**config.mk**
```make
export PLATFORM = sky130hd
export DESIGN_NAME = rv_imem
export DESIGN_NICKNAME = d
export VERILOG_FILES = /design/src/logic/rv_pkg.sv /design/src/logic/rv_imem.sv
export SDC_FILE = /design/constraint.sdc
export NUM_CORES = 2
export LEC_CHECK = 0
export BUFFER_PORTS_ARGS = -buffer_cell sky130_fd_sc_hd__buf_2
export CAP_MARGIN = 20
export CORE_MARGIN = 10
export CORE_UTILIZATION = 40
export DETAILED_ROUTE_END_ITERATION = 7
export PLACE_DENSITY = 0.61
export SLEW_MARGIN = 15
export SYNTH_ARGS = -nofsm -noshare
export SYNTH_HDL_FRONTEND = slang
export SYNTH_SLANG_ARGS = --single-unit
```
**constraint.sdc**
```tcl
create_clock -name clk -period 3.9 [get_ports clk]
set_clock_uncertainty 0.05 [all_clocks]
set_input_delay 0.78 -clock clk [delete_from_list [all_inputs] [get_ports clk]]
set_output_delay 0.78 -clock clk [all_outputs]
set_load 0.01 [all_outputs]
```
**src/logic/rv_pkg.sv**
```systemverilog
`default_nettype none

package rv_pkg;

  typedef logic [31:0] word_t;     // register values, immediates, memory data
  typedef logic [4:0]  reg_addr_t;
  typedef logic [31:0] pc_t;       // byte address

  // execute-stage operations
  typedef enum logic [2:0] {
    ALU_ADD,
    ALU_SUB,
    ALU_AND,
    ALU_OR,
    ALU_SLT,
    ALU_PASS_B   // lui
  } alu_op_t;

  // operand source in execute
  typedef enum logic [1:0] {
    FWD_ID_EX,
    FWD_EX_MEM,
    FWD_MEM_WB
  } fwd_sel_t;

  localparam logic [6:0] OP_R      = 7'b0110011;
  localparam logic [6:0] OP_I      = 7'b0010011;
  localparam logic [6:0] OP_LOAD   = 7'b0000011;
  localparam logic [6:0] OP_STORE  = 7'b0100011;
  localparam logic [6:0] OP_BRANCH = 7'b1100011;
  localparam logic [6:0] OP_LUI    = 7'b0110111;

endpackage

`default_nettype wire

```
**src/logic/rv_imem.sv**
```systemverilog
`timescale 1ns/1ps
`default_nettype none

module rv_imem import rv_pkg::*; #(
  parameter int IMEM_DEPTH = 64
) (
  input  logic                          clk,
  input  logic                          imem_we,
  input  logic [$clog2(IMEM_DEPTH)-1:0] imem_addr,  // word index
  input  word_t                         imem_wdata,
  input  pc_t                           fetch_pc,
  output word_t                         instr
);

  localparam int AW = $clog2(IMEM_DEPTH);

  word_t mem [IMEM_DEPTH];

  always_ff @(posedge clk) begin
    if (imem_we) mem[imem_addr] <= imem_wdata;
  end

  // out of range fetch gives zero, decoded as a nop
  assign instr = (fetch_pc[31:2] < IMEM_DEPTH) ? mem[fetch_pc[AW+1:2]] : '0;

endmodule

`default_nettype wire

```
==> flow_summary.json <==
{
  "status": "finished, violations left",
  "violations": "setup timing",
  "holdPathEnd": "mem[47][9]$_DFFE_PP_",
  "ys_seq_area_frac": 0.779,
  "timing.final.crit_share": 1.03,
  "top_register": "mem",
  "layout.nets": 4179,
  "utilization": 0.488,
  "grt_max_degree": 65,
  "yosysTopAreaCellShare": 0.779,
  "avgRoutedWirePerCell_um": 32.2,
  "io_buffers": 101,
  "p_sw_frac": 0.213,
  "place_area_sq_um": 86900,
  "setup_ws_ps": -128,
  "yosysWarnings": 0,
  "routed_wl_um": 223000,
  "end_kind": "primary output",
  "area_growth_pct": 21.5,
  "p_sw_uw": 9850,
  "worstSetupPathType": "input port to primary output",
  "cts_tree": "built",
  "p_int_uw": 36500,
  "ios": 104,
  "cts_sinks": 2048,
  "ys_types": 64,
  "synth.largest_area_cell": "edfxtp_1",
  "hp-start": "imem_wdata[9]",
  "rsz0062_at_grt": "true",
  "fin_area_sq_um": 96000,
  "ant_nets": 0,
  "grt_use_total": 0.201,
  "clockBufferDepth": 3,
  "ys_seq_elements": 2048,
  "final-setup-viol-count": 27,
  "arrival_ps": 3200,
  "dp_cells": 6434,
  "synth_nets": 3533,
  "root_buffer": "clkbuf_16",
  "num_rows": 163,
  "largest_reg_flops": 2048,
  "async_flop_share": 0,
  "fin_crit_ps": 4030,
  "critPathLaunchType": "input port",
  "maxSlewViolCount": 0,
  "tns_ps": -1710,
  "overflow": 0,
  "nFillCells": 15700,
  "critPathRequiredTime_ps": 3070,
  "clk_pin_slew_ps": 60,
  "coreArea_sq_um": 197000,
  "hold_viol": 0,
  "reg.largest.list": "mem x2048",
  "drc": 0,
  "synthesis.area_sq_um": 79000,
  "layout_commonest_cell": "edfxtp_1",
  "clkPwrFrac": 0.413,
  "syn_inst": 3461,
  "timing.slew.headroom": 0.268,
  "vias_per_cell": 5.84,
  "htree_levels": 4,
  "drv_cap": 0,
  "grt_pass1_vias": 40700,
  "final_cells": 6922,
  "final_cell_mix": "edfxtp_1, mux4_2, buf_4, clkbuf_16, mux2i_1",
  "dp_hpwl_um": 130000,
  "dieArea_sq_um": 216000,
  "grt_antenna_before_repair": 19,
  "critPathMaxFanout": 8,
  "tightest_slew_ps": 1100,
  "ir_drop_mv": 0.477,
  "vias": 40400,
  "drt_iter0_markers": 5249,
  "p_per_area_nw_per_um2": 483,
  "avgSynthCellArea_sq_um": 22.8,
  "leakage_uw": 0.0309,
  "cts_buffers": 201,
  "fmax_mhz": 248,
  "initial_utilization": 0.401,
  "drt_first_pass_iters": 5,
  "netlist_top_cells_area": "edfxtp_1, mux4_2, mux2i_1",
  "die_w_um": 464,
  "ys.flop_type": "edfxtp_1",
  "pwr-share-seq": 0.527,
  "layout-drive-gt1-share": 0.376,
  "hold-path-cell-count": 1,
  "die_y_um": 464,
  "comb_power_share": 0.060,
  "synth_edf_count": 2048,
  "place_congestion": 0.804,
  "grt_pass1_wl_um": 310000,
  "hp-class": "input port to flop"
}
## metrics by stage
stage	worst slack, ps	hold slack [ps]	power, uW
finish	-128	299	46300
CTS	-110	452	46400
floorplan	395	829	26100
global placement	-807	1380	27300
global route	-154	288	47600
detailed placement	-820	1340	27400
## worst max-delay path: stages
cell     delay, ps
buf_16         160
buf_16         190
buf_6          110
buf_8          100
mux4_2         480
or2_2          330
a21o_1         190
a32o_2         270
a221o_1        370
buf_2          180
## how the worst max path moves through the flow
stage,from,end,slack (ps),depth (start not counted)
3_3_place_gp,fetch_pc[2],instr[26],-810,8
4_1_cts,fetch_pc[2],instr[6],-110,9
5_1_grt,mem[31][8]$_DFFE_PP_,instr[8],-150,6
3_5_place_dp,fetch_pc[2],instr[26],-820,8
6_report,fetch_pc[2],instr[20],-130,10
2_1_floorplan,fetch_pc[2],instr[11],390,6
## power by group through the flow
stage	logic, uW	clock network, uW	registers, uW
6_report	2790	19100	24400
5_1_grt	2930	20300	24400
4_1_cts	2630	19400	24400
3_5_place_dp	2480	0	24900
3_3_place_gp	2440	0	24900
2_1_floorplan	1230	0	24900
## area by class of cell
type                    count  area [sq um]  share of cell area
inverters                   6          32.5            0.000339
clock buffers             242          5250              0.0547
repair buffers            637          7310              0.0762
multi-input cells        1213         17300               0.180
diodes                      8          20.0            0.000209
well taps                2640          3300              0.0344
clock inverters           128          1240              0.0129
flip-flops and latches   2048         61500               0.641
## Yosys cell counts (9+ instances only)
cell type  instances
nor3_1            14
nor2b_1           15
a21oi_1           38
buf_4             17
nand2_1           52
o22ai_1           23
buf_2             52
nor2_1           101
mux2i_1          163
mux4_2           487
mux2_2            25
a221oi_1          52
o21ai_0           23
o31ai_1           10
a221o_1           21
a22oi_1           28
buf_6             37
nor4_1             9
buf_1             14
nand3_1           16
clkbuf_1          68
or2_2             10
edfxtp_1        2048
o2111a_1          10
nand2b_1          26
## routing by layer
metal  track usage  up-vias  routed length [um]
met5             0        -                 106
met4        0.0563       16                6600
met3        0.0413      323               20800
met2         0.318     1969              106000
met1         0.282    21900               89800
li1              -    16200                   -
## kinds of logic (layout without fill, tap and decap cells)
logic type / after synthesis / count (layout) / share of synthesized area
flops: 2048 / 2048 / 0.779
mux: 675 / 675 / 0.163
compound gates: 276 / 276 / 0.0268
simple gates: 262 / 262 / 0.0156
buf+inv: 200 / 1013 / 0.0156
other cells: 0 / 8 / 0
## repair_timing
action / CTS / global route
setup buffers: 43 / 56
gates cloned: 8 / 11
resized for setup: 125 / 121
hold buffers: 0 / 0
endpoints found under the setup margin: 32 / 32
pin swaps: 17 / 37
No activity file was read; power rests on OpenSTA's default activity.
