===== config.mk =====
export PLATFORM = sky130hd
export DESIGN_NAME = rv_regfile
export DESIGN_NICKNAME = d
export VERILOG_FILES = /design/src/logic/rv_pkg.sv /design/src/logic/rv_regfile.sv
export SDC_FILE = /design/constraint.sdc
export NUM_CORES = 2
export LEC_CHECK = 0
export ABC_CLOCK_PERIOD_IN_PS = 3600
export BUFFER_PORTS_ARGS = -buffer_cell sky130_fd_sc_hd__buf_2
export CORE_UTILIZATION = 51
export CTS_BUF_LIST = sky130_fd_sc_hd__clkbuf_2
export DETAILED_ROUTE_END_ITERATION = 10
export PLACE_DENSITY = 0.67
export SYNTH_ARGS = -nofsm -noshare
export SYNTH_HDL_FRONTEND = slang
export SYNTH_SLANG_ARGS = --single-unit

===== constraint.sdc =====
create_clock -name clk -period 3.6 [get_ports clk]
set_input_delay 0.18 -clock clk [delete_from_list [all_inputs] [get_ports clk]]
set_output_delay 0.18 -clock clk [all_outputs]
set_load 0.02 [all_outputs]

===== src/logic/rv_pkg.sv =====
`default_nettype none

package rv_pkg;

  typedef logic [31:0] word_t;     // register values, immediates, memory data
  typedef logic [4:0]  reg_addr_t;
  typedef logic [31:0] pc_t;       // byte address

  // execute-stage operations
  typedef enum logic [2:0] {
    ALU_ADD,
    ALU_SUB,
    ALU_AND,
    ALU_OR,
    ALU_SLT,
    ALU_PASS_B   // lui
  } alu_op_t;

  // operand source in execute
  typedef enum logic [1:0] {
    FWD_ID_EX,
    FWD_EX_MEM,
    FWD_MEM_WB
  } fwd_sel_t;

  localparam logic [6:0] OP_R      = 7'b0110011;
  localparam logic [6:0] OP_I      = 7'b0010011;
  localparam logic [6:0] OP_LOAD   = 7'b0000011;
  localparam logic [6:0] OP_STORE  = 7'b0100011;
  localparam logic [6:0] OP_BRANCH = 7'b1100011;
  localparam logic [6:0] OP_LUI    = 7'b0110111;

endpackage

`default_nettype wire


===== src/logic/rv_regfile.sv =====
`timescale 1ns/1ps
`default_nettype none

module rv_regfile import rv_pkg::*; (
  input  logic      clk,
  input  logic      rst_n,
  input  reg_addr_t rs1,
  input  reg_addr_t rs2,
  input  reg_addr_t rd,
  input  logic      rd_we,
  input  word_t     rd_data,
  output word_t     rs1_data,
  output word_t     rs2_data
);

  word_t regs [32];

  always_ff @(posedge clk) begin
    if (!rst_n) begin
      for (int i = 0; i < 32; i++) regs[i] <= '0;
    end else if (rd_we && rd != '0) begin
      regs[rd] <= rd_data;
    end
  end

  // same-cycle write shows up on the read side
  assign rs1_data = (rs1 == '0)              ? '0      :
                    (rd_we && rd == rs1)     ? rd_data : regs[rs1];
  assign rs2_data = (rs2 == '0)              ? '0      :
                    (rd_we && rd == rs2)     ? rd_data : regs[rs2];

endmodule

`default_nettype wire


==> results.toml <==
[placement]
dp_hpwl_um = 120000
numPortBuffers = 113
dp_cells = 5080
finalWeightedCongestion = 0.976

[yosys]
syn_area_mm2 = 0.0547
avgSynthCellArea_um2 = 14.6
async_flop_share_pct = 0
yosysSeqAreaShare_pct = 56.2
synth_ff_type = "edfxtp_1"
synth_cells = 3744
synth_edf_count = 1024
synth_cell_types = 51
ys_seq_elements = 1024
ys_warn_count = 0

[sta]
relSlewSlack_pct = 12.9
fin_setup_tns_ns = -5.89
fmax_mhz = 254
rsz0062_at_grt = "true"
setup_viol = 42
period_needed_ns = 3.93
final_hold_viol_count = 0
tightestPinTransition_ns = 1.30
period_share_pct = 109
layout_setup_ws_ns = -0.333
drv_slew = 0

[power_and_ir_drop]
power.density_mw_per_mm2 = 423
switching_share_pct = 29.7
p_leak_uw = 0.0229
irDropWorstVdd_v = 0.000289
clkPwrFrac_pct = 30.6
p_seq_share_pct = 52.3
p_sw_uw = 8000
power_frac_comb_pct = 17.0
p_int_uw = 18900

[setup_path]
critPathMaxFanout = 2
arrival_ns = 3.75
critPathKind = "flip-flop to output pin"
crit_start = "regs[8][29]"
cp-endpoint = "rs2_data[29]"
worstPathRequired_ns = 3.42
worst_setup_path_end_kind = "output pin"
start_kind = "flip-flop"

[clocking]
cts.sink_count = 1024
clk_pin_slew_ns = 0.11
cts-root-buf = "clkbuf_2"
cts_tree = "done"
numCtsBuffers = 290
clk_path_buf_depth = 4
h-tree-depth = 5

[floorplanning]
core_mm2 = 0.106
die_y_um = 329
die_w_um = 329
die_area_mm2 = 0.109
num_rows = 119
initial_utilization_pct = 51.7
ios = 114

[global_route]
grt_first_pass_wirelength_um = 279000
grt_start_max_net_pins = 65
grt_overflow = 0
grt_pass1_vias = 38486
globalRouteTotalUtil_pct = 36.8
antenna_found_initial = 9

[final_layout]
drive_gt1_share_pct = 33.6
nFillCells = 8075
largest_reg_flops = 1024
multi_input_area_mm2 = 0.0243
synthToLayoutAreaGrowth_pct = 16.4
final_cells = 5668
register_area_mm2 = 0.0307
nets = 4154
largest-register = "regs"
final_common_cell = "edfxtp_1"
final_cell_mix = "1024 x edfxtp_1, 993 x and2_1, 404 x clkbuf_2"
largest_registers = "regs x1024"

[routing]
num_vias = 38565
drt-pass1-iter-count = 6
drc = 0
drt_iter0_drc = 5692
wl_per_cell_um = 35.1
drt-total-wl_um = 199000
antenna_left = 0
viasPerCell = 6.80

[worst_hold_path]
hold_path.class = "primary input to flip-flop"

[outcome]
status = "finished with violations"
violations = "negative setup slack"

[run]
maxCapViolCount = 0
[layer usage]
metal	routed length, µm	track usage (%)	share of wire, %
met1	70000	46.5	35
met2	90500	56.0	45
met3	23800	9.60	12
met4	14700	25.1	7.4
met5	12	0	0.0060
[layout make-up]
cell class | instances | share of cell area [%]
diodes | 16 | 0.0629
clock buffers | 404 | 3.18
repair buffers | 455 | 7.00
inverters | 3 | 0.0177
well taps | 1391 | 2.73
multi-input cells | 2330 | 38.2
clock inverters | 45 | 0.480
flip-flops and latches | 1024 | 48.3
[cell usage after synthesis, types with 3 or more instances]
library cell  count  area [µm²]
a2111oi_0        24         210
a211oi_1          7        52.6
a21oi_1          78         390
a221o_1          13         130
a221oi_1          4        35.0
a22o_1           55         482
a22oi_1         133         998
a31oi_1           7        43.8
a32oi_1           9        78.8
and2_1          994        6220
buf_1            17        63.8
buf_2            71         355
buf_4            20         150
buf_6             6        67.6
clkbuf_1        304        1140
edfxtp_1       1024       30700
inv_1             3        11.3
mux2_2            5        56.3
mux2i_1         281        2810
mux4_2          388        8740
nand2_1          36         135
nand3_1          11        55.1
nand3b_1          4        30.0
nand4_1           3        18.8
nor2_1           43         161
nor2b_1           5        31.3
nor3_1            3        15.0
o2111ai_1         3        26.3
o211ai_1         10        75.1
o21ai_0          40         200
o221a_2          18         203
o221ai_1         42         368
o22a_1            3        26.3
o22ai_1          41         257
o31ai_1           4        30.0
o32ai_1           4        35.0
or3b_2            3        26.3
xnor2_1          10        87.6
[power groups by stage]
stage / registers, µW / logic (µW) / clock network (µW)
after global routing: 14200 / 4640 / 8860
after global placement: 14300 / 3840 / 0
after floorplan: 14300 / 2280 / 0
after CTS: 14100 / 4390 / 8300
after detailed placement: 14300 / 3860 / 0
final: 14100 / 4590 / 8250
[per-stage QoR]
stage | area, µm² | power, µW | worst slack, ns | hold slack, ns | utilization, %
2_1_floorplan | 54800 | 16500 | -0.137 | 0.378 | -
3_3_place_gp | 58300 | 18200 | -0.117 | 0.742 | 55.0
3_5_place_dp | 58300 | 18200 | -0.127 | 0.741 | 55.0
4_1_cts | 63300 | 26800 | -0.376 | 0.104 | 59.8
5_1_grt | 63600 | 27700 | -0.389 | 0.197 | 60.1
6_report | 63700 | 26900 | -0.333 | 0.231 | 60.1
[what timing repair did]
item / CTS / global route
resized for setup: 316 / 35
gates cloned: 0 / 0
hold buffers: 103 / 0
endpoints found under the setup margin: 64 / 51
pin swaps: 94 / 25
setup buffers: 7 / 15
hold endpoints to repair: 1969 / 0
[critical path: stages, from the launching register on]
cell and delay, ns:
edfxtp_1 0.42, mux4_2 0.48, a22o_4 0.29, a2111oi_4 0.36
buf_4 0.20, a21oi_2 0.03, a22o_1 0.21, buf_6 0.14
[worst min-delay path by stage]
stage | depth (start not counted) | start | slack (ns) | end
global route | 5 | rd_data[31] | 0.20 | regs[22][31]
finish | 5 | rd_data[31] | 0.23 | regs[17][31]
CTS | 5 | rd_data[31] | 0.10 | regs[22][31]
floorplan | 1 | rd_data[31] | 0.38 | regs[1][31]
detailed placement | 2 | rd_data[18] | 0.74 | regs[29][18]
global placement | 2 | rd_data[18] | 0.74 | regs[29][18]
[logic make-up after synthesis]
group | count (synthesis) | share of synthesized area, %
flip-flops | 1024 | 56.2
other | 1 | 0.00686
AND/OR/NAND/NOR | 1114 | 12.4
buffers and inverters | 421 | 3.27
AO/OA/AOI/OAI | 500 | 6.74
multiplexers | 674 | 21.2
XOR/XNOR | 10 | 0.160
No activity file was read; power rests on OpenSTA's default activity.
