File: config.mk
export PLATFORM = sky130hd
export DESIGN_NAME = rv_forward
export DESIGN_NICKNAME = d
export VERILOG_FILES = /design/src/logic/rv_pkg.sv /design/src/logic/rv_forward.sv
export SDC_FILE = /design/constraint.sdc
export NUM_CORES = 1
export LEC_CHECK = 0
export ABC_AREA = 1
export BUFFER_PORTS_ARGS = -buffer_cell sky130_fd_sc_hd__buf_2
export CAP_MARGIN = 20
export CORE_AREA = 2 2 82 84
export DETAILED_ROUTE_END_ITERATION = 12
export DIE_AREA = 0 0 84 86
export GPL_ROUTABILITY_DRIVEN = 0
export PLACE_DENSITY = 0.79
export SKIP_LAST_GASP = 1
export SYNTH_ARGS = -nofsm -noshare
export SYNTH_HDL_FRONTEND = slang
export SYNTH_SLANG_ARGS = --single-unit
File: constraint.sdc
create_clock -name vclk -period 1.8
set_input_delay 0.18 -clock vclk [all_inputs]
set_output_delay 0.18 -clock vclk [all_outputs]
set_load 0.1 [all_outputs]
File: src/logic/rv_pkg.sv
`default_nettype none

package rv_pkg;

  typedef logic [31:0] word_t;     // register values, immediates, memory data
  typedef logic [4:0]  reg_addr_t;
  typedef logic [31:0] pc_t;       // byte address

  // execute-stage operations
  typedef enum logic [2:0] {
    ALU_ADD,
    ALU_SUB,
    ALU_AND,
    ALU_OR,
    ALU_SLT,
    ALU_PASS_B   // lui
  } alu_op_t;

  // operand source in execute
  typedef enum logic [1:0] {
    FWD_ID_EX,
    FWD_EX_MEM,
    FWD_MEM_WB
  } fwd_sel_t;

  localparam logic [6:0] OP_R      = 7'b0110011;
  localparam logic [6:0] OP_I      = 7'b0010011;
  localparam logic [6:0] OP_LOAD   = 7'b0000011;
  localparam logic [6:0] OP_STORE  = 7'b0100011;
  localparam logic [6:0] OP_BRANCH = 7'b1100011;
  localparam logic [6:0] OP_LUI    = 7'b0110111;

endpackage

`default_nettype wire

File: src/logic/rv_forward.sv
`timescale 1ns/1ps
`default_nettype none

module rv_forward import rv_pkg::*; (
  input  reg_addr_t ex_rs1,
  input  reg_addr_t ex_rs2,
  input  word_t     ex_a,
  input  word_t     ex_b,
  input  reg_addr_t mem_rd,
  input  logic      mem_reg_we,
  input  word_t     mem_result,
  input  reg_addr_t wb_rd,
  input  logic      wb_reg_we,
  input  word_t     wb_data,
  output word_t     op_a,
  output word_t     op_b
);

  fwd_sel_t sel_a;
  fwd_sel_t sel_b;

  // youngest producer wins
  always_comb begin
    sel_a = FWD_ID_EX;
    if (mem_reg_we && mem_rd != '0 && mem_rd == ex_rs1) sel_a = FWD_EX_MEM;
    else if (wb_reg_we && wb_rd != '0 && wb_rd == ex_rs1) sel_a = FWD_MEM_WB;

    sel_b = FWD_ID_EX;
    if (mem_reg_we && mem_rd != '0 && mem_rd == ex_rs2) sel_b = FWD_EX_MEM;
    else if (wb_reg_we && wb_rd != '0 && wb_rd == ex_rs2) sel_b = FWD_MEM_WB;
  end

  always_comb begin
    case (sel_a)
      FWD_EX_MEM: op_a = mem_result;
      FWD_MEM_WB: op_a = wb_data;
      default:    op_a = ex_a;
    endcase
    case (sel_b)
      FWD_EX_MEM: op_b = mem_result;
      FWD_MEM_WB: op_b = wb_data;
      default:    op_b = ex_b;   // also the store data
    endcase
  end

endmodule

`default_nettype wire

==> run summary, run 1 <==
Final std cells w/o fill: 654
HP Class: in2out
Ranking of synthesized cells by area: nand3_1 60%, nand4_1 11%, buf_2 7.0%
Initial DRC Count: 300
Die ar.: 7220 um2
Crit path to: op_a[3]
Via count: 3906
Initial Utilization: 0.306
Final Cycle Share: 0.979
Critical path type: in2out
RSZ-0062 raised after global routing: true
Largest net degree at the start of global routing: 37
# fillers: 511
ANT cells: 0
Initial antenna violation count: 1
Gr usage total: 0.292
Port-buffer cells: 214
Worst rel slew slack: 0.758
Antenna-violating nets left: 0
Nets: 729
Vias/cell: 5.97
Leakage: 2.34 nW
Commonest cells in the netlist: 229 x nand3_1, 34 x nand2_1, 33 x nand4_1
Count of cell types in the netlist: 16
Drt total wl: 11.4 mm
Post-synth top area cell: nand3_1
Core box area: 6280 um2
Grt ovf: 0
Setup crit end kind: primary output
Share of cells above drive strength 1: 0.537
Drt drc: 0
Max-cap violations: 0
Critical-path cell list: buf_2 -> xor2_1 -> nor2_2 -> buf_4 -> nand4_1 -> nand3_2 -> buf_12
Worst slew pin tran: 0.363 ns
Overall Power: 0.00199 W
Setup TNS: 0 ns
Setup Buffers After CTS: 0
# IOs: 214
Crit path largest cell delay: 0.38 ns
Num rows: 29
Syn. warnings: 0
Seq cells: 0
Slowest-stage cell, CP: buf_4
Area grow syn2layout: 133%
Most common cell in the netlist: nand3_1
Routed len/inst: 17.4 um
Power per cell area: 445 nW/um2
Final Hold Vio Count: 0
Synthesized area: 1920 um2
Post-Syn Nets: 530
Max Fclk: 567 MHz
Register area share after synthesis: 0
Crit start category: primary input
DP HPWL: 9.05 mm
Chip width: 84 um
Placed cell count: 653
DR pass1 iterations: 5
Die span in y: 86 um
Status: finished clean
Worst Path Arrival: 1.58 ns
CP max FO: 32
Post-layout min period: 1.76 ns
Final hold slack: 0.769 ns
Vias in the first global route: 3810
Final Max Tran Viols: 0
Critical path origin: mem_rd[3]
Number of clock buffers in the layout: 0
VDD IR max: 0.000307 V
Synth Instances: 380
Setup Viol. Count Final: 0
Global-route wire length before repair: 17.6 mm
CP required: 1.62 ns
Register area: 0 um2
Area share of the largest cell type after synthesis: 0.598
Avg Cell Area, Syn: 5.05 um2
==> logic make-up (layout without fill, tap and decap cells) <==
family / after synthesis / after routing / share of synthesized area
buffers and inverters: 54 / 251 / 0.123
and+or+nand+nor: 316 / 316 / 0.831
xor gates and xnor gates: 10 / 10 / 0.0457
==> how the worst min path moves through the flow <==
stage                   from        to  slack [ns]  depth (start not counted)
2_1_floorplan  mem_result[0]   op_b[0]        0.81                          2
3_3_place_gp        ex_b[17]  op_b[17]        0.77                          4
3_5_place_dp        ex_b[11]  op_b[11]        0.77                          4
4_1_cts             ex_b[11]  op_b[11]        0.77                          4
5_1_grt              ex_b[5]   op_b[5]        0.78                          4
6_report             ex_b[6]   op_b[6]        0.77                          4
==> layout by cell type, fill, tap and decap left out <==
cell / n
nand3_1: 165
buf_2: 150
buf_12: 69
nand3_2: 65
nand2_1: 34
nand4_1: 33
inv_1: 13
buf_4: 12
nor2_1: 8
xor2_1: 6
nor2_2: 5
xnor2_1: 4
buf_6: 4
nor3_1: 2
nor2b_1: 2
inv_2: 2
nand3_4: 1
nor3_4: 1
clkbuf_16: 1
==> cell type report <==
| type | instances | area, um2 | area share |
|---|---|---|---|
| Inverter | 15 | 56.3 | 0.0126 |
| Multi-Input combinational cell | 326 | 2020 | 0.452 |
| Tap cell | 77 | 96.3 | 0.0216 |
| Timing Repair Buffer | 236 | 2290 | 0.514 |
==> critical path: cells and delay by family <==
family | cells | cell delay, ns
buffers and inverters | 3 | 0.69
and+or+nand+nor | 3 | 0.54
xor gates and xnor gates | 1 | 0.17
==> metal layers <==
metal	vias up	share of wire	track usage
met5	-	0.0011	0
met4	2	0.028	0.0982
li1	1782	-	-
met2	302	0.52	0.563
met3	40	0.11	0.0654
met1	1780	0.34	0.314
==> report_power, final <==
group / switching [W] / internal, W / total [W]
clock network: 0 / 0 / 0
logic: 0.00130 / 0.000685 / 0.00199
registers: 0 / 0 / 0
total: 0.00130 / 0.000685 / 0.00199
==> through the flow <==
stage | instance area [um2] | setup slack [ns] | utilization
after floorplan | 2240 | 0.159 | -
after global placement | 4410 | 0.111 | 0.703
final | 4460 | 0.0369 | 0.711
after detailed placement | 4410 | 0.0706 | 0.703
after global routing | 4460 | -0.0259 | 0.711
after CTS | 4410 | 0.0653 | 0.703
==> what timing repair did <==
action | CTS | global route
hold buffers | 0 | 0
resized for setup | 0 | 5
setup endpoints to repair | 0 | 24
Power figures use the tool's default switching activity.
==> run 2: changes to the inputs <==
--- a/config.mk
+++ b/config.mk
@@ -5,14 +5,14 @@
 export SDC_FILE = /design/constraint.sdc
 export NUM_CORES = 1
 export LEC_CHECK = 0
-export ABC_AREA = 1
 export BUFFER_PORTS_ARGS = -buffer_cell sky130_fd_sc_hd__buf_2
 export CAP_MARGIN = 20
-export CORE_AREA = 2 2 82 84
+export CORE_AREA = 2 2 83 85
 export DETAILED_ROUTE_END_ITERATION = 12
-export DIE_AREA = 0 0 84 86
+export DIE_AREA = 0 0 85 87
 export GPL_ROUTABILITY_DRIVEN = 0
-export PLACE_DENSITY = 0.79
+export PLACE_DENSITY = 0.73
+export SETUP_SLACK_MARGIN = 0.4
 export SKIP_LAST_GASP = 1
 export SYNTH_ARGS = -nofsm -noshare
 export SYNTH_HDL_FRONTEND = slang
==> run 2 against run 1 <==
Effect of this change: the flow now finishes with violations (negative setup slack); sequential share of layout area did not move; via count rose by 2.3%; maximum frequency fell by 23%; final area rose by 40%; flip-flop and latch count did not move; largest cell class unchanged; largest power group unchanged.
==> run summary, run 2 <==
Status: finished, violations left
Failing checks: negative setup slack
Die span in y: 87 um (+1.2%)
Final std cells w/o fill: 647 (-1.1%)
Seq cells: 0 (unchanged)
VDD IR max: 0.000288 V (-6.4%)
Grt ovf: 0 (unchanged)
Placed cell count: 606 (-7.2%)
# IOs: 214 (unchanged)
Crit path largest cell delay: 0.56 ns (+0.18 ns)
Register area share after synthesis: 0 (unchanged)
Initial DRC Count: 297 (-1.0%)
Worst slew pin tran: 0.300 ns (-0.0622 ns)
Initial antenna violation count: 1 (unchanged)
Count of cell types in the netlist: 26 (+10)
Worst Path Arrival: 2.11 ns (+0.53 ns)
Global-route wire length before repair: 17.1 mm (-2.7%)
Final Cycle Share: 1.27 (+0.294)
Core box area: 6570 um2 (+4.6%)
Setup crit end kind: primary output
Antenna-violating nets left: 0 (unchanged)
Synth Instances: 286 (-25%)
Crit start category: primary input
Final Util: 0.948 (+0.238)
Post-layout min period: 2.29 ns (+0.529 ns)
Place WS: -0.356 ns (-0.427 ns)
Routed len/inst: 27.4 um (+57%)
Chip width: 85 um (+1.2%)
Critical-path cell list: buf_6 -> or4_4 -> o21a_4 -> nand4_4 -> buf_12 -> buf_12 -> mux2i_1 -> a21oi_4 -> buf_12
Slowest-stage cell, CP: or4_4
Avg Cell Area, Syn: 5.86 um2 (+16%)
Worst rel slew slack: 0.794 (+0.0357)
DP HPWL: 8.49 mm (-6.1%)
Critical path type: in2out
Ranking of synthesized cells by area: mux2i_1 19%, nor2_1 15%, nand2_1 14%
Final Max Tran Viols: 0 (unchanged)
Most frequent cells in the layout: 140 x buf_2, 79 x buf_12, 45 x nand2_1
Leakage: 2.71 nW (+16%)
Area share of the largest cell type after synthesis: 0.191 (-0.406)
Die ar.: 7400 um2 (+2.4%)
# hold bufs at CTS: 0 (unchanged)
Area grow syn2layout: 272%
Largest net degree at the start of global routing: 28 (-24%)
Setup Viol. Count Final: 64 (+64)
Most common cell in the netlist: nor2_1
Grt met2 use: 0.590 (+0.0273)
CP required: 1.62 ns (about the same)
HP Class: in2out
CP max FO: 9 (-72%)
Register area: 0 um2 (unchanged)
Via count: 3997 (+2.3%)
Placed Area: 4990 um2 (+13%)
Setup TNS: -25.38 ns (-25.38 ns)
RSZ-0062 raised after global routing: true
GRT met1 Usage: 0.278 (-0.0355)
Commonest cells in the netlist: 66 x nor2_1, 64 x nand2_1, 32 x a21oi_1, 32 x a31oi_1, 32 x mux2i_1
Vias in the first global route: 3579 (-6.1%)
Max-cap violations: 0 (unchanged)
Num rows: 30 (+3.4%)
Drt total wl: 17.8 mm (+56%)
Final Hold Vio Count: 0 (unchanged)
Syn. warnings: 0 (unchanged)
Final Cell Area: 6230 um2 (+40%)
CP most frequent cell: buf_12
Nets: 714 (-2.1%)
DR pass1 iterations: 5 (unchanged)
Synthesized area: 1680 um2 (-13%)
Busiest layer in global routing: met2
Share of cells above drive strength 1: 0.820 (+0.283)
Commonest non-fill, non-tap cell in the layout: buf_2
Initial Utilization: 0.255 (-0.0505)
Max Fclk: 436 MHz (-23%)
Post-synth top area cell: mux2i_1
Setup WS post-layout: -0.492 ns (-0.529 ns)
Vias/cell: 6.18 (+3.4%)
Gr usage total: 0.287 (-0.00509)
Number of clock buffers in the layout: 0 (unchanged)
Port-buffer cells: 214 (unchanged)
M3 GR Usage: 0.0445 (-0.0209)
Post-Syn Nets: 436 (-18%)
Power per cell area: 366 nW/um2 (-18%)
Drt drc: 0 (unchanged)
run 2: repair_timing:
| action | CTS | global route |
|---|---|---|
| buffers inserted | 7 | 14 |
| cloned | 5 | 10 |
| endpoints found under the setup margin | 64 | 64 |
| gates resized for setup | 88 | 90 |
| pin swaps | 15 | 31 |
run 2: worst max-delay path: cells and delay by family:
| kind | cells | cell delay [ns] |
|---|---|---|
| buffers and inverters | 4 | 0.56 |
| AND/OR/NAND/NOR | 2 | 0.66 |
| AO/OA/AOI/OAI | 2 | 0.36 |
| multiplexers | 1 | 0.33 |
run 2: metal layers:
layer,part of all wire,wire [um]
met4,0.098,1740
met5,0,0
met1,0.31,5490
met2,0.50,8860
met3,0.093,1660
run 2: power by group:
| part | switching [W] | internal, W |
|---|---|---|
| registers | 0 | 0 |
| clock network | 0 | 0.000000000372 |
| logic | 0.00138 | 0.000895 |
run 2: final timing paths:
check	to	cells past startpoint	start	slack, ns
setup / recovery	op_b[29]	9	wb_rd[1]	-0.49
hold / removal	op_a[10]	4	ex_a[10]	0.79
run 2: kinds of logic (layout without fill, tap and decap cells):
logic type | count (synthesis) | in the layout | synth area share
buf+inv | 25 | 301 | 0.110
mux | 32 | 32 | 0.191
xor+xnor | 16 | 16 | 0.0836
compound gates | 67 | 67 | 0.243
other cells | 0 | 5 | 0
simple gates | 146 | 146 | 0.372
run 2: final cells by class:
cell class | instances | area, um2
repair buffers | 300 | 3280
multi-input cells | 261 | 2830
fillers | 176 | 340
well taps | 80 | 100
diodes | 5 | 12.5
inverters | 1 | 3.75
run 2: metrics by stage:
step | hold WS [ns] | total power (W)
2_1_floorplan | 0.679 | 0.00119
3_3_place_gp | 0.796 | 0.00195
3_5_place_dp | 0.805 | 0.00199
4_1_cts | 0.773 | 0.00209
5_1_grt | 0.794 | 0.00231
6_report | 0.787 | 0.00228
