$ cat src/logic/rv_pkg.sv
`default_nettype none

package rv_pkg;

  typedef logic [31:0] word_t;     // register values, immediates, memory data
  typedef logic [4:0]  reg_addr_t;
  typedef logic [31:0] pc_t;       // byte address

  // execute-stage operations
  typedef enum logic [2:0] {
    ALU_ADD,
    ALU_SUB,
    ALU_AND,
    ALU_OR,
    ALU_SLT,
    ALU_PASS_B   // lui
  } alu_op_t;

  // operand source in execute
  typedef enum logic [1:0] {
    FWD_ID_EX,
    FWD_EX_MEM,
    FWD_MEM_WB
  } fwd_sel_t;

  localparam logic [6:0] OP_R      = 7'b0110011;
  localparam logic [6:0] OP_I      = 7'b0010011;
  localparam logic [6:0] OP_LOAD   = 7'b0000011;
  localparam logic [6:0] OP_STORE  = 7'b0100011;
  localparam logic [6:0] OP_BRANCH = 7'b1100011;
  localparam logic [6:0] OP_LUI    = 7'b0110111;

endpackage

`default_nettype wire

$ cat src/logic/rv_control.sv
`timescale 1ns/1ps
`default_nettype none

module rv_control import rv_pkg::*; (
  input  logic      clk,
  input  logic      rst_n,
  input  logic      enable,
  input  word_t     instr,
  input  logic      ex_mem_read,   // load sitting in execute
  input  reg_addr_t ex_rd,
  input  logic      branch_taken,
  output reg_addr_t rs1,
  output reg_addr_t rs2,
  output reg_addr_t rd,
  output word_t     imm,
  output alu_op_t   alu_op,
  output logic      alu_src_imm,
  output logic      mem_read,
  output logic      mem_write,
  output logic      reg_we,
  output logic      is_branch,
  output logic      stall,
  output logic      flush
);

  logic [6:0] opcode;
  logic [2:0] funct3;
  logic       uses_rs1;
  logic       uses_rs2;
  logic       flush_q;

  assign opcode = instr[6:0];
  assign funct3 = instr[14:12];
  assign rd     = instr[11:7];
  assign rs1    = instr[19:15];
  assign rs2    = instr[24:20];

  always_comb begin
    imm         = '0;
    alu_op      = ALU_ADD;
    alu_src_imm = 1'b0;
    mem_read    = 1'b0;
    mem_write   = 1'b0;
    reg_we      = 1'b0;
    is_branch   = 1'b0;
    uses_rs1    = 1'b0;
    uses_rs2    = 1'b0;
    case (opcode)
      OP_R: begin
        uses_rs1 = 1'b1;
        uses_rs2 = 1'b1;
        reg_we   = 1'b1;
        case (funct3)
          3'b000:  alu_op = instr[30] ? ALU_SUB : ALU_ADD;
          3'b010:  alu_op = ALU_SLT;
          3'b110:  alu_op = ALU_OR;
          3'b111:  alu_op = ALU_AND;
          default: reg_we = 1'b0;   // unsupported funct, nop
        endcase
      end
      OP_I: begin
        uses_rs1    = 1'b1;
        alu_src_imm = 1'b1;
        reg_we      = (funct3 == 3'b000);   // addi only
        imm         = {{20{instr[31]}}, instr[31:20]};
      end
      OP_LOAD: begin
        uses_rs1    = 1'b1;
        alu_src_imm = 1'b1;
        mem_read    = 1'b1;
        reg_we      = 1'b1;
        imm         = {{20{instr[31]}}, instr[31:20]};
      end
      OP_STORE: begin
        uses_rs1    = 1'b1;
        uses_rs2    = 1'b1;
        alu_src_imm = 1'b1;
        mem_write   = 1'b1;
        imm         = {{20{instr[31]}}, instr[31:25], instr[11:7]};
      end
      OP_BRANCH: begin
        uses_rs1  = 1'b1;
        uses_rs2  = 1'b1;
        alu_op    = ALU_SUB;
        is_branch = (funct3 == 3'b000);     // beq only
        imm       = {{19{instr[31]}}, instr[31], instr[7], instr[30:25], instr[11:8], 1'b0};
      end
      OP_LUI: begin
        alu_op      = ALU_PASS_B;
        alu_src_imm = 1'b1;
        reg_we      = 1'b1;
        imm         = {instr[31:12], 12'b0};
      end
      default: ;  // unknown opcode acts as nop
    endcase
  end

  // one flush per taken branch, kept pending while the pipe is frozen
  assign flush = branch_taken & ~flush_q;

  assign stall = ~flush & ex_mem_read & (ex_rd != '0) &
                 ((uses_rs1 & (ex_rd == rs1)) | (uses_rs2 & (ex_rd == rs2)));

  always_ff @(posedge clk) begin
    if (!rst_n) flush_q <= 1'b0;
    else if (enable) flush_q <= flush;
  end

endmodule

`default_nettype wire

$ cat config.mk
export PLATFORM = sky130hd
export DESIGN_NAME = rv_control
export DESIGN_NICKNAME = d
export VERILOG_FILES = /design/src/logic/rv_pkg.sv /design/src/logic/rv_control.sv
export SDC_FILE = /design/constraint.sdc
export NUM_CORES = 1
export LEC_CHECK = 0
export BUFFER_PORTS_ARGS = -buffer_cell sky130_fd_sc_hd__buf_4
export CAP_MARGIN = 20
export CORE_MARGIN = 5
export CORE_UTILIZATION = 35
export CTS_CLUSTER_DIAMETER = 50
export DETAILED_ROUTE_END_ITERATION = 16
export GPL_TIMING_DRIVEN = 1
export HOLD_SLACK_MARGIN = 0.12
export PLACE_DENSITY = 0.93
export SYNTH_ARGS = -nofsm -noshare
export SYNTH_HDL_FRONTEND = slang
export SYNTH_SLANG_ARGS = --single-unit
$ cat constraint.sdc
create_clock -name clk -period 1.6 [get_ports clk]
set_input_delay 0.08 -clock clk [delete_from_list [all_inputs] [get_ports clk]]
set_output_delay 0.08 -clock clk [all_outputs]
set_load 0.005 [all_outputs]
==> qor.csv, run 1 <==
stage;metric;value;unit
placed_design;portBuffers;98;
route;wl;3331;um
route;drtPass1Iterations;4;
route;drt-wirelength-per-cell;15.49;um
synthesis;syn_area;795.8;um2
synthesis;synth_top_area_frac;0.1415;
synthesis;synth_edf_count;0;
cts;cts-hold-fix-buffers;0;
final_layout;nNetsFinal;231;
placed_design;placed_cells;215;
setup_path;crit_fanout;10;
synthesis;yosysUniqueCellTypes;39;
timing;clock.fmax;0.6550;GHz
final_layout;layout.cells.non_filler;215;
global_routing;antenna_found_initial;0;
timing;hold_viol;0;
cts;post_cts_buffers;0;
timing;tightest_slew;0.3884;ns
final_layout;fillers;190;
final_layout;largest_register_ffs;1;
route;ant_nets;0;
synthesis;async_reset_ff_frac;0;
route;drc;0;
route;vias_per_cell;5.177;
setup_path;arrival;1.45;ns
global_routing;first_global_vias;1100;
global_routing;grt_pass1_wl;5009;um
synthesis;synth-seq-area-share;0.02516;
timing;setup_violations;0;
floorplan;design.core.area;2191;um2
setup_path;crit_type;input port to output port;
synthesis;yosys-top-cells-area;buf_4 (14%), a21o_1 (12%), a21o_2 (7.7%);
global_routing;grt_overflow;0;
floorplan;ios;99;
timing;rsz0062_at_grt;no;
timing;finClkSkew;0;ns
status;outcome;completed;
global_routing;grtUsageTotal;0.1851;
synthesis;synth_flop_cell;dfxtp_1;
placed_design;dpl.hpwl;2892;um
synthesis;synth_common_cells;buf_4 (15), a21o_1 (13), a21o_2 (7), and2b_1 (6);
synthesis;syn_nets;145;
final_layout;synthToLayoutAreaGrowth;83.96;%
floorplan;start_util;0.3632;
timing;setup_tns;0;ns
route;first_iter_violations;20;
final_layout;top_register;flush_q;
floorplan;num_rows;17;
synthesis;synth.avg_cell_area;7.726;um2
floorplan;dieArea;3327;um2
worst_hold_path;min_path_type;input port to register;
timing;whs;0.2860;ns
placed_design;gp_congestion;0.7875;
power_and_ir_drop;irDropWorstVdd;216.0;uV
final_layout;top_regs;flush_q (1);
timing;finalMaxSlewViolations;0;
timing;finalCritPeriodShare;0.9541;
setup_path;critical_path_required;1.52;ns
setup_path;worstSetupEndpointType;output port;
final_layout;antennaDiodeCount;0;
synthesis;synth_top_cell_by_area;buf_4;
setup_path;setup.worst_path.start_class;input port;
synthesis;yosysMostFrequentCell;buf_4;
synthesis;ys_seq_elements;1;
route;via_count;1113;
timing;fin_crit;1.527;ns
global_routing;grt_max_degree;25;
cts;clock_latency;0;ns
job;maxCapViolCount;0;
final_layout;final_util;0.6682;
power_and_ir_drop;power_leakage;0.9147;nW
synthesis;synthCells;103;
power_and_ir_drop;p_per_area;180.4;nW/um2
synthesis;synth_warnings;0;
cts;cts.clk_slew.worst_paths;0;ns
floorplan;die_h;57.68;um
final_layout;drive_above_1_share;0.6364;
floorplan;fp.dieW;57.68;um
timing;max-slew-margin-rel;0.7391;
worst max-delay path, stage by stage:
cell and delay (ns):
buf_4 0.12, nand4bb_2 0.37, a21o_4 0.30, nor2b_4 0.17, buf_4 0.19, a21o_1 0.11
buf_4 0.11
kinds of logic after synthesis:
family / share of synthesized area
AOI/OAI and AO/OA: 0.3774
and+or+nand+nor: 0.2752
buffers and inverters: 0.1997
xor gates and xnor gates: 0.1101
muxes: 0.01258
DFF: 0.02516
metal layers:
layer | global-route usage | share of wire
met4 | 0.04967 | 0.031
met3 | 0.01782 | 0.085
met1 | 0.1963 | 0.32
met2 | 0.3774 | 0.56
met5 | 0 | 0
final cells by class:
cell class | instances | area [um2] | area share
Multi-Input combinational cell | 82 | 628.1 | 0.4291
Sequential cell | 1 | 20.02 | 0.01368
Tap cell | 28 | 35.03 | 0.02393
Timing Repair Buffer | 104 | 780.7 | 0.5333
per-stage QoR:
stage / setup slack, ns / total power, mW / area, um2
2_1_floorplan: 0.4868 / 0.1204 / 795.8
3_3_place_gp: 0.04053 / 0.2523 / 1453
3_5_place_dp: 0.0003867 / 0.2610 / 1453
4_1_cts: 0.01125 / 0.2621 / 1454
5_1_grt: 0.007778 / 0.2843 / 1464
6_report: 0.07338 / 0.2641 / 1464
power by group:
group	switching, mW	internal, mW
Combinational	0.0946	0.142
Sequential	0.000900	0.0269
Clock	0	0
Total	0.0955	0.169
placed cells by master (no fill, tap or decap), types with 2 or more instances in the layout:
| cell type | instances |
|---|---|
| nand2_1 | 4 |
| xor2_1 | 5 |
| nor2_2 | 2 |
| nor3_1 | 3 |
| a22o_1 | 5 |
| nor2_1 | 4 |
| and2b_1 | 6 |
| o21ai_0 | 2 |
| a21oi_1 | 2 |
| nor2b_1 | 2 |
| xnor2_1 | 5 |
| a221o_1 | 2 |
| buf_4 | 104 |
| a21o_1 | 13 |
| a21o_2 | 7 |
what timing repair did:
item                       in CTS  in global routing
pin swaps                       0                  0
resized for setup               1                  2
setup endpoints to repair       1                 17
gates cloned                    0                  0
final timing paths:
kind,startpoint,end,slack (ns),cells past startpoint
max reg2reg,flush_q,flush_q,0.92,2
max,instr[2],imm[28],0.07,7
min,rst_n,flush_q,0.29,2
min reg2reg,flush_q,flush_q,0.59,2
Power figures use the tool's default switching activity.
==> run 2, diff against run 1 <==
- ABC_AREA: default -> 1
- CORE_UTILIZATION: 35 -> 36
==> run 2 against run 1 <==
Compared with the run above:
- first-iteration DRC count rose by 45%
- largest power group unchanged
- die area rose by 4.0%
- via count rose by 8.2%
- utilization fell by 0.17 points
- fmax rose by 22%
- sequential cell count did not move
- total power rose by 3.7%
- critical path depth did not move
- highest routed layer unchanged
==> qor.csv, run 2 <==
stage;metric;value;unit;change
setup_path;reg2reg_from;flush_q;;
synthesis;synth_flop_cell;dfxtp_1;;
global_routing;antenna_found_initial;0;;unchanged
synthesis;synth_top_area_frac;0.1312;;-0.01031
synthesis;yosysMostFrequentCell;inv_1;;
cts;clock_latency;0;ns;unchanged
timing;setup_tns;0;ns;unchanged
timing;fin_crit;1.248;ns;-0.2784 ns
synthesis;synth.avg_cell_area;5.467;um2;-29%
floorplan;dieArea;3461;um2;+4.0%
placed_design;postPlaceCellArea;1503;um2;+3.4%
final_layout;top_regs;flush_q (1);;
final_layout;drive_above_1_share;0.5084;;-0.1280
route;via_count;1204;;+8.2%
placed_design;placed_cells;266;;+24%
route;drc;0;;unchanged
worst_hold_path;hp-start;enable;;
setup_path;setup.worst_path.start_class;input port;;
floorplan;fp.dieW;58.83;um;+2.0%
setup_path;rrSetupSlack;0.94;ns;+0.02 ns
placed_design;dp_slack;0.3496;ns;+0.3492 ns
synthesis;syn_area;858.3;um2;+7.9%
timing;max-slew-margin-rel;0.8410;;+0.1019
final_layout;top_register;flush_q;;
final_layout;final_util;0.6665;;-0.001708
setup_path;critical_path_required;1.52;ns;about the same
worst_hold_path;min_path_type;input port to register;;
timing;finalMaxSlewViolations;0;;unchanged
global_routing;grt_max_degree;20;;-20%
power_and_ir_drop;power_leakage;0.9270;nW;+1.3%
route;wl;3024;um;-9.2%
synthesis;synth_top_cell_by_area;buf_4;;
status;outcome;completed;;
global_routing;first_global_vias;1135;;+3.2%
placed_design;portBuffers;98;;unchanged
synthesis;ys_seq_elements;1;;unchanged
timing;finalCritPeriodShare;0.7801;;-0.1740
floorplan;start_util;0.3807;;+0.01747
synthesis;synth_edf_count;0;;unchanged
placed_design;gp_congestion;0.7547;;-4.2%
synthesis;synth-seq-area-share;0.02332;;-0.001834
final_layout;layout.cells.non_filler;266;;+24%
route;vias_per_cell;4.526;;-13%
timing;rsz0062_at_grt;no;;
final_layout;nNetsFinal;282;;+22%
setup_path;crit_start;instr[1];;
worst_hold_path;hold-path-endpoint;flush_q;;
setup_path;arrival;1.17;ns;-0.28 ns
global_routing;grtUsageTotal;0.1597;;-0.02544
setup_path;crit_type;input port to output port;;
cts;post_cts_resized;0;;-1
worst_hold_path;whs_path_depth;2;;unchanged
global_routing;grt_overflow;0;;unchanged
synthesis;async_reset_ff_frac;0;;unchanged
final_layout;synthToLayoutAreaGrowth;75.07;%;
power_and_ir_drop;p_per_area;182.3;nW/um2;+1.1%
floorplan;die_h;58.83;um;+2.0%
timing;whs;0.2695;ns;-0.01655 ns
synthesis;syn_nets;199;;+37%
timing;hold_viol;0;;unchanged
route;drt-wirelength-per-cell;11.37;um;-27%
cts;cts.clk_slew.worst_paths;0;ns;unchanged
timing;tightest_slew;0.2383;ns;-0.1501 ns
cts;post_cts_buffers;0;;unchanged
synthesis;synthCells;157;;+52%
final_layout;final_common_cell;buf_4;;
timing;setup_violations;0;;unchanged
final_layout;antennaDiodeCount;0;;unchanged
setup_path;crit_fanout;16;;+6
final_layout;most-common-layout-cells;buf_4 (99), inv_1 (27), nand2_1 (26);;
job;maxCapViolCount;0;;unchanged
synthesis;yosysUniqueCellTypes;23;;-41%
setup_path;worstSetupEndpointType;output port;;
setup_path;timing.rr.end;flush_q;;
final_layout;largest_register_ffs;1;;unchanged
floorplan;design.core.area;2255;um2;+2.9%
cts;cts-hold-fix-buffers;0;;unchanged
timing;post-route-worst-setup-slack;0.3518;ns;+0.2784 ns
synthesis;synth_warnings;0;;unchanged
floorplan;ios;99;;unchanged
setup_path;reg2reg_depth;3;;+1
synthesis;yosys-top-cells-area;buf_4 (13%), inv_1 (12%), nand2_1 (11%);;
power_and_ir_drop;total_power;273.9;uW;+3.7%
power_and_ir_drop;irDropWorstVdd;187.5;uV;-13%
timing;clock.fmax;0.8011;GHz;+22%
final_layout;postLayoutCellArea;1503;um2;+2.6%
final_layout;fillers;234;;+23%
floorplan;num_rows;17;;unchanged
synthesis;synth_common_cells;inv_1 (27), nand2_1 (26), nor2_1 (19), o21ai_0 (19), buf_4 (15);;
route;drtPass1Iterations;4;;unchanged
route;ant_nets;0;;unchanged
route;first_iter_violations;29;;+45%
placed_design;dpl.hpwl;2683;um;-7.2%
global_routing;grt_pass1_wl;4650;um;-7.2%
timing;finClkSkew;0;ns;unchanged
[run 2: logic make-up after synthesis]
family                    synth area share
AOI/OAI and AO/OA                   0.2041
buffers and inverters               0.2872
and+or+nand+nor                     0.3936
xor gates and xnor gates           0.09184
DFF                                0.02332
[run 2: area by class of cell]
class / instances / area [um2] / area share
inverter: 30 / 112.6 / 0.07494
multi-input combinational: 108 / 591.8 / 0.3938
sequential: 1 / 20.02 / 0.01332
tap: 28 / 35.03 / 0.02331
timing repair buffer: 99 / 743.2 / 0.4946
[run 2: power by group]
part	internal (mW)	switching, mW	leakage [nW]
clock network	0	0	0
logic	0.138	0.108	0.919
registers	0.0273	0.000642	0.00830
total	0.165	0.109	0.927
[run 2: how the worst max path moves through the flow]
stage / depth (start not counted) / end
6_report: 7 / imm[22]
5_1_grt: 9 / imm[20]
4_1_cts: 9 / imm[22]
3_5_place_dp: 9 / imm[22]
3_3_place_gp: 9 / imm[20]
2_1_floorplan: 8 / imm[13]
[run 2: critical path, stage by stage]
cell	delay, ns
buf_4	0.08
nand2_2	0.08
nor3_1	0.19
nand2_1	0.15
buf_4	0.23
o21ai_0	0.20
buf_4	0.15
[run 2: routing by layer]
metal	wire, um	global-route usage	part of all wire	vias to the layer above
met5	0	0	0	-
met4	14	0.01618	0.0046	0
met3	370	0.02412	0.12	2
met2	1476	0.3170	0.49	57
met1	1163	0.1809	0.38	511
li1	-	-	-	634
==> run 3, diff against run 2 <==
- ABC_AREA: 1 -> 0
- CORE_UTILIZATION: 36 -> 32
- PLACE_DENSITY: 0.93 -> 0.87
- clock period: 1.6 -> 1.2 ns (I/O delays scaled with it)
==> run 3 against run 2 <==
Compared with the run above:
- the run now ends with setup timing left
- sequential power increased by 33%
- critical path depth increased by 1
- combinational power grew 54%
- register-to-register slack lost 0.41 ns
- clock skew is the same
- final cell count decreased by 11%
- largest cell class unchanged
- sequential share of layout area decreased by 0.22 points
- wire length is 31% higher
- sequential cell count did not move
==> qor.csv, run 3 (synthesized netlist as in run 1, its figures left out) <==
stage;metric;value;unit;change
placed_design;portBuffers;98;;unchanged
power_and_ir_drop;clockPowerShare;0;;unchanged
floorplan;start_util;0.3272;;-0.05353
global_routing;grt_max_degree;15;;-25%
setup_path;setup.worst_path.start_class;input port;;
timing;rsz0062_at_grt;yes;;
final_layout;antennaDiodeCount;0;;unchanged
floorplan;fp.dieW;59.87;um;+1.8%
power_and_ir_drop;p_int;262.6;uW;+59%
power_and_ir_drop;comb_power_share;0.911;;+0.013
global_routing;grt_overflow;0;;unchanged
global_routing;grtUsageTotal;0.1924;;+0.03277
placed_design;gp_congestion;0.8235;;+9.1%
power_and_ir_drop;power_switching;152.1;uW;+40%
final_layout;largest_register_ffs;1;;unchanged
global_routing;grt_pass1_wl;5402;um;+16%
final_layout;most-common-layout-cells;buf_4 (99), buf_6 (23), a21o_1 (13);;
timing;finalMaxSlewViolations;0;;unchanged
floorplan;ios;99;;unchanged
power_and_ir_drop;swShare;0.3668;;-0.02970
timing;clock.fmax;0.7422;GHz;
setup_path;crit_fanout;11;;-5
timing;tightest_slew;0.3189;ns;+0.08065 ns
job;maxCapViolCount;0;;unchanged
final_layout;nNetsFinal;250;;-11%
timing;setup_tns;-2.949;ns;-2.949 ns
floorplan;num_rows;18;;+1
cts;cts.clk_slew.worst_paths;0;ns;unchanged
timing;finalCritPeriodShare;1.123;;
floorplan;design.core.area;2432;um2;+7.9%
timing;setup_violations;34;;+34
status;outcome;complete, but fails checks;;
floorplan;die_h;59.87;um;+1.8%
timing;post-route-worst-setup-slack;-0.1474;ns;-0.4992 ns
floorplan;dieArea;3584;um2;+3.5%
route;via_count;1177;;-2.2%
global_routing;first_global_vias;1165;;+2.6%
route;drt-wirelength-per-cell;16.75;um;+47%
power_and_ir_drop;total_power;414.8;uW;+51%
power_and_ir_drop;power_leakage;1.036;nW;+12%
timing;finClkSkew;0;ns;unchanged
route;ant_nets;0;;unchanged
route;drtPass1Iterations;4;;unchanged
route;drc;0;;unchanged
setup_path;critical_path_required;1.14;ns;-0.38 ns
final_layout;layout.cells.non_filler;236;;-11%
final_layout;final_common_cell;buf_4;;
placed_design;dp_slack;-0.2365;ns;-0.5861 ns
placed_design;dpl.hpwl;3180;um;+19%
setup_path;worstSetupEndpointType;output port;;
route;wl;3954;um;+31%
placed_design;placed_cells;233;;-12%
power_and_ir_drop;p_seq_frac;0.089;;-0.013
final_layout;drive_above_1_share;0.6893;;+0.1809
setup_path;crit_type;input port to output port;;
final_layout;final_util;0.7382;;+0.07169
final_layout;synthToLayoutAreaGrowth;125.6;%;
timing;max-slew-margin-rel;0.7870;;-0.05403
cts;clock_latency;0;ns;unchanged
final_layout;top_register;flush_q;;
route;vias_per_cell;4.987;;+10%
final_layout;top_regs;flush_q (1);;
global_routing;antenna_found_initial;0;;unchanged
power_and_ir_drop;p_per_area;231.0;nW/um2;+27%
status;violations;setup timing;;
final_layout;fillers;182;;-22%
setup_path;arrival;1.29;ns;+0.12 ns
worst_hold_path;min_path_type;input port to register;;
timing;hold_viol;0;;unchanged
power_and_ir_drop;irDropWorstVdd;276.8;uV;+48%
timing;fin_crit;1.347;ns;
route;first_iter_violations;76;;+160%
## run 3: repair_timing
item	4_1_cts	5_1_grt
setup buffers	1	2
hold buffers	0	0
pin swaps	9	7
hold endpoints to repair	0	0
setup endpoints to repair	39	39
resized for setup	25	16
## run 3: through the flow
step / hold slack [ns] / instance area [um2]
detailed placement: 0.2713 / 1588
global route: 0.2959 / 1795
CTS: 0.2731 / 1708
floorplan: 0.1565 / 795.8
finish: 0.2701 / 1795
global placement: 0.2671 / 1588
## run 3: layout make-up
type	instances	area, um2	area share
repair buffers	123	1022	0.5693
multi-input cells	82	715.7	0.3986
well taps	30	37.54	0.02091
flip-flops and latches	1	20.02	0.01115
## run 3: critical path, stage by stage
cell,delay [ns]
buf_6,0.10
nand4bb_4,0.24
buf_6,0.17
a21o_4,0.20
nor2b_4,0.18
buf_12,0.15
a21o_1,0.09
buf_4,0.10
## run 3: worst paths after layout
kind         startpoint  endpoint  slack, ns  depth (start not counted)
max            instr[2]   imm[24]      -0.15                          8
min               rst_n   flush_q       0.27                          2
max reg2reg     flush_q   flush_q       0.53                          2
min reg2reg     flush_q   flush_q       0.58                          2
## run 3: layer usage
layer	wire, um	track usage
met5	0	0
met4	43	0.03165
met3	324	0.03456
met2	2273	0.4012
met1	1313	0.1933
## run 3: power groups by stage
stage	clock network, mW	logic, mW	registers [mW]
6_report	0	0.378	0.0370
5_1_grt	0	0.402	0.0371
4_1_cts	0	0.361	0.0370
3_5_place_dp	0	0.340	0.0370
3_3_place_gp	0	0.328	0.0369
2_1_floorplan	0	0.124	0.0369
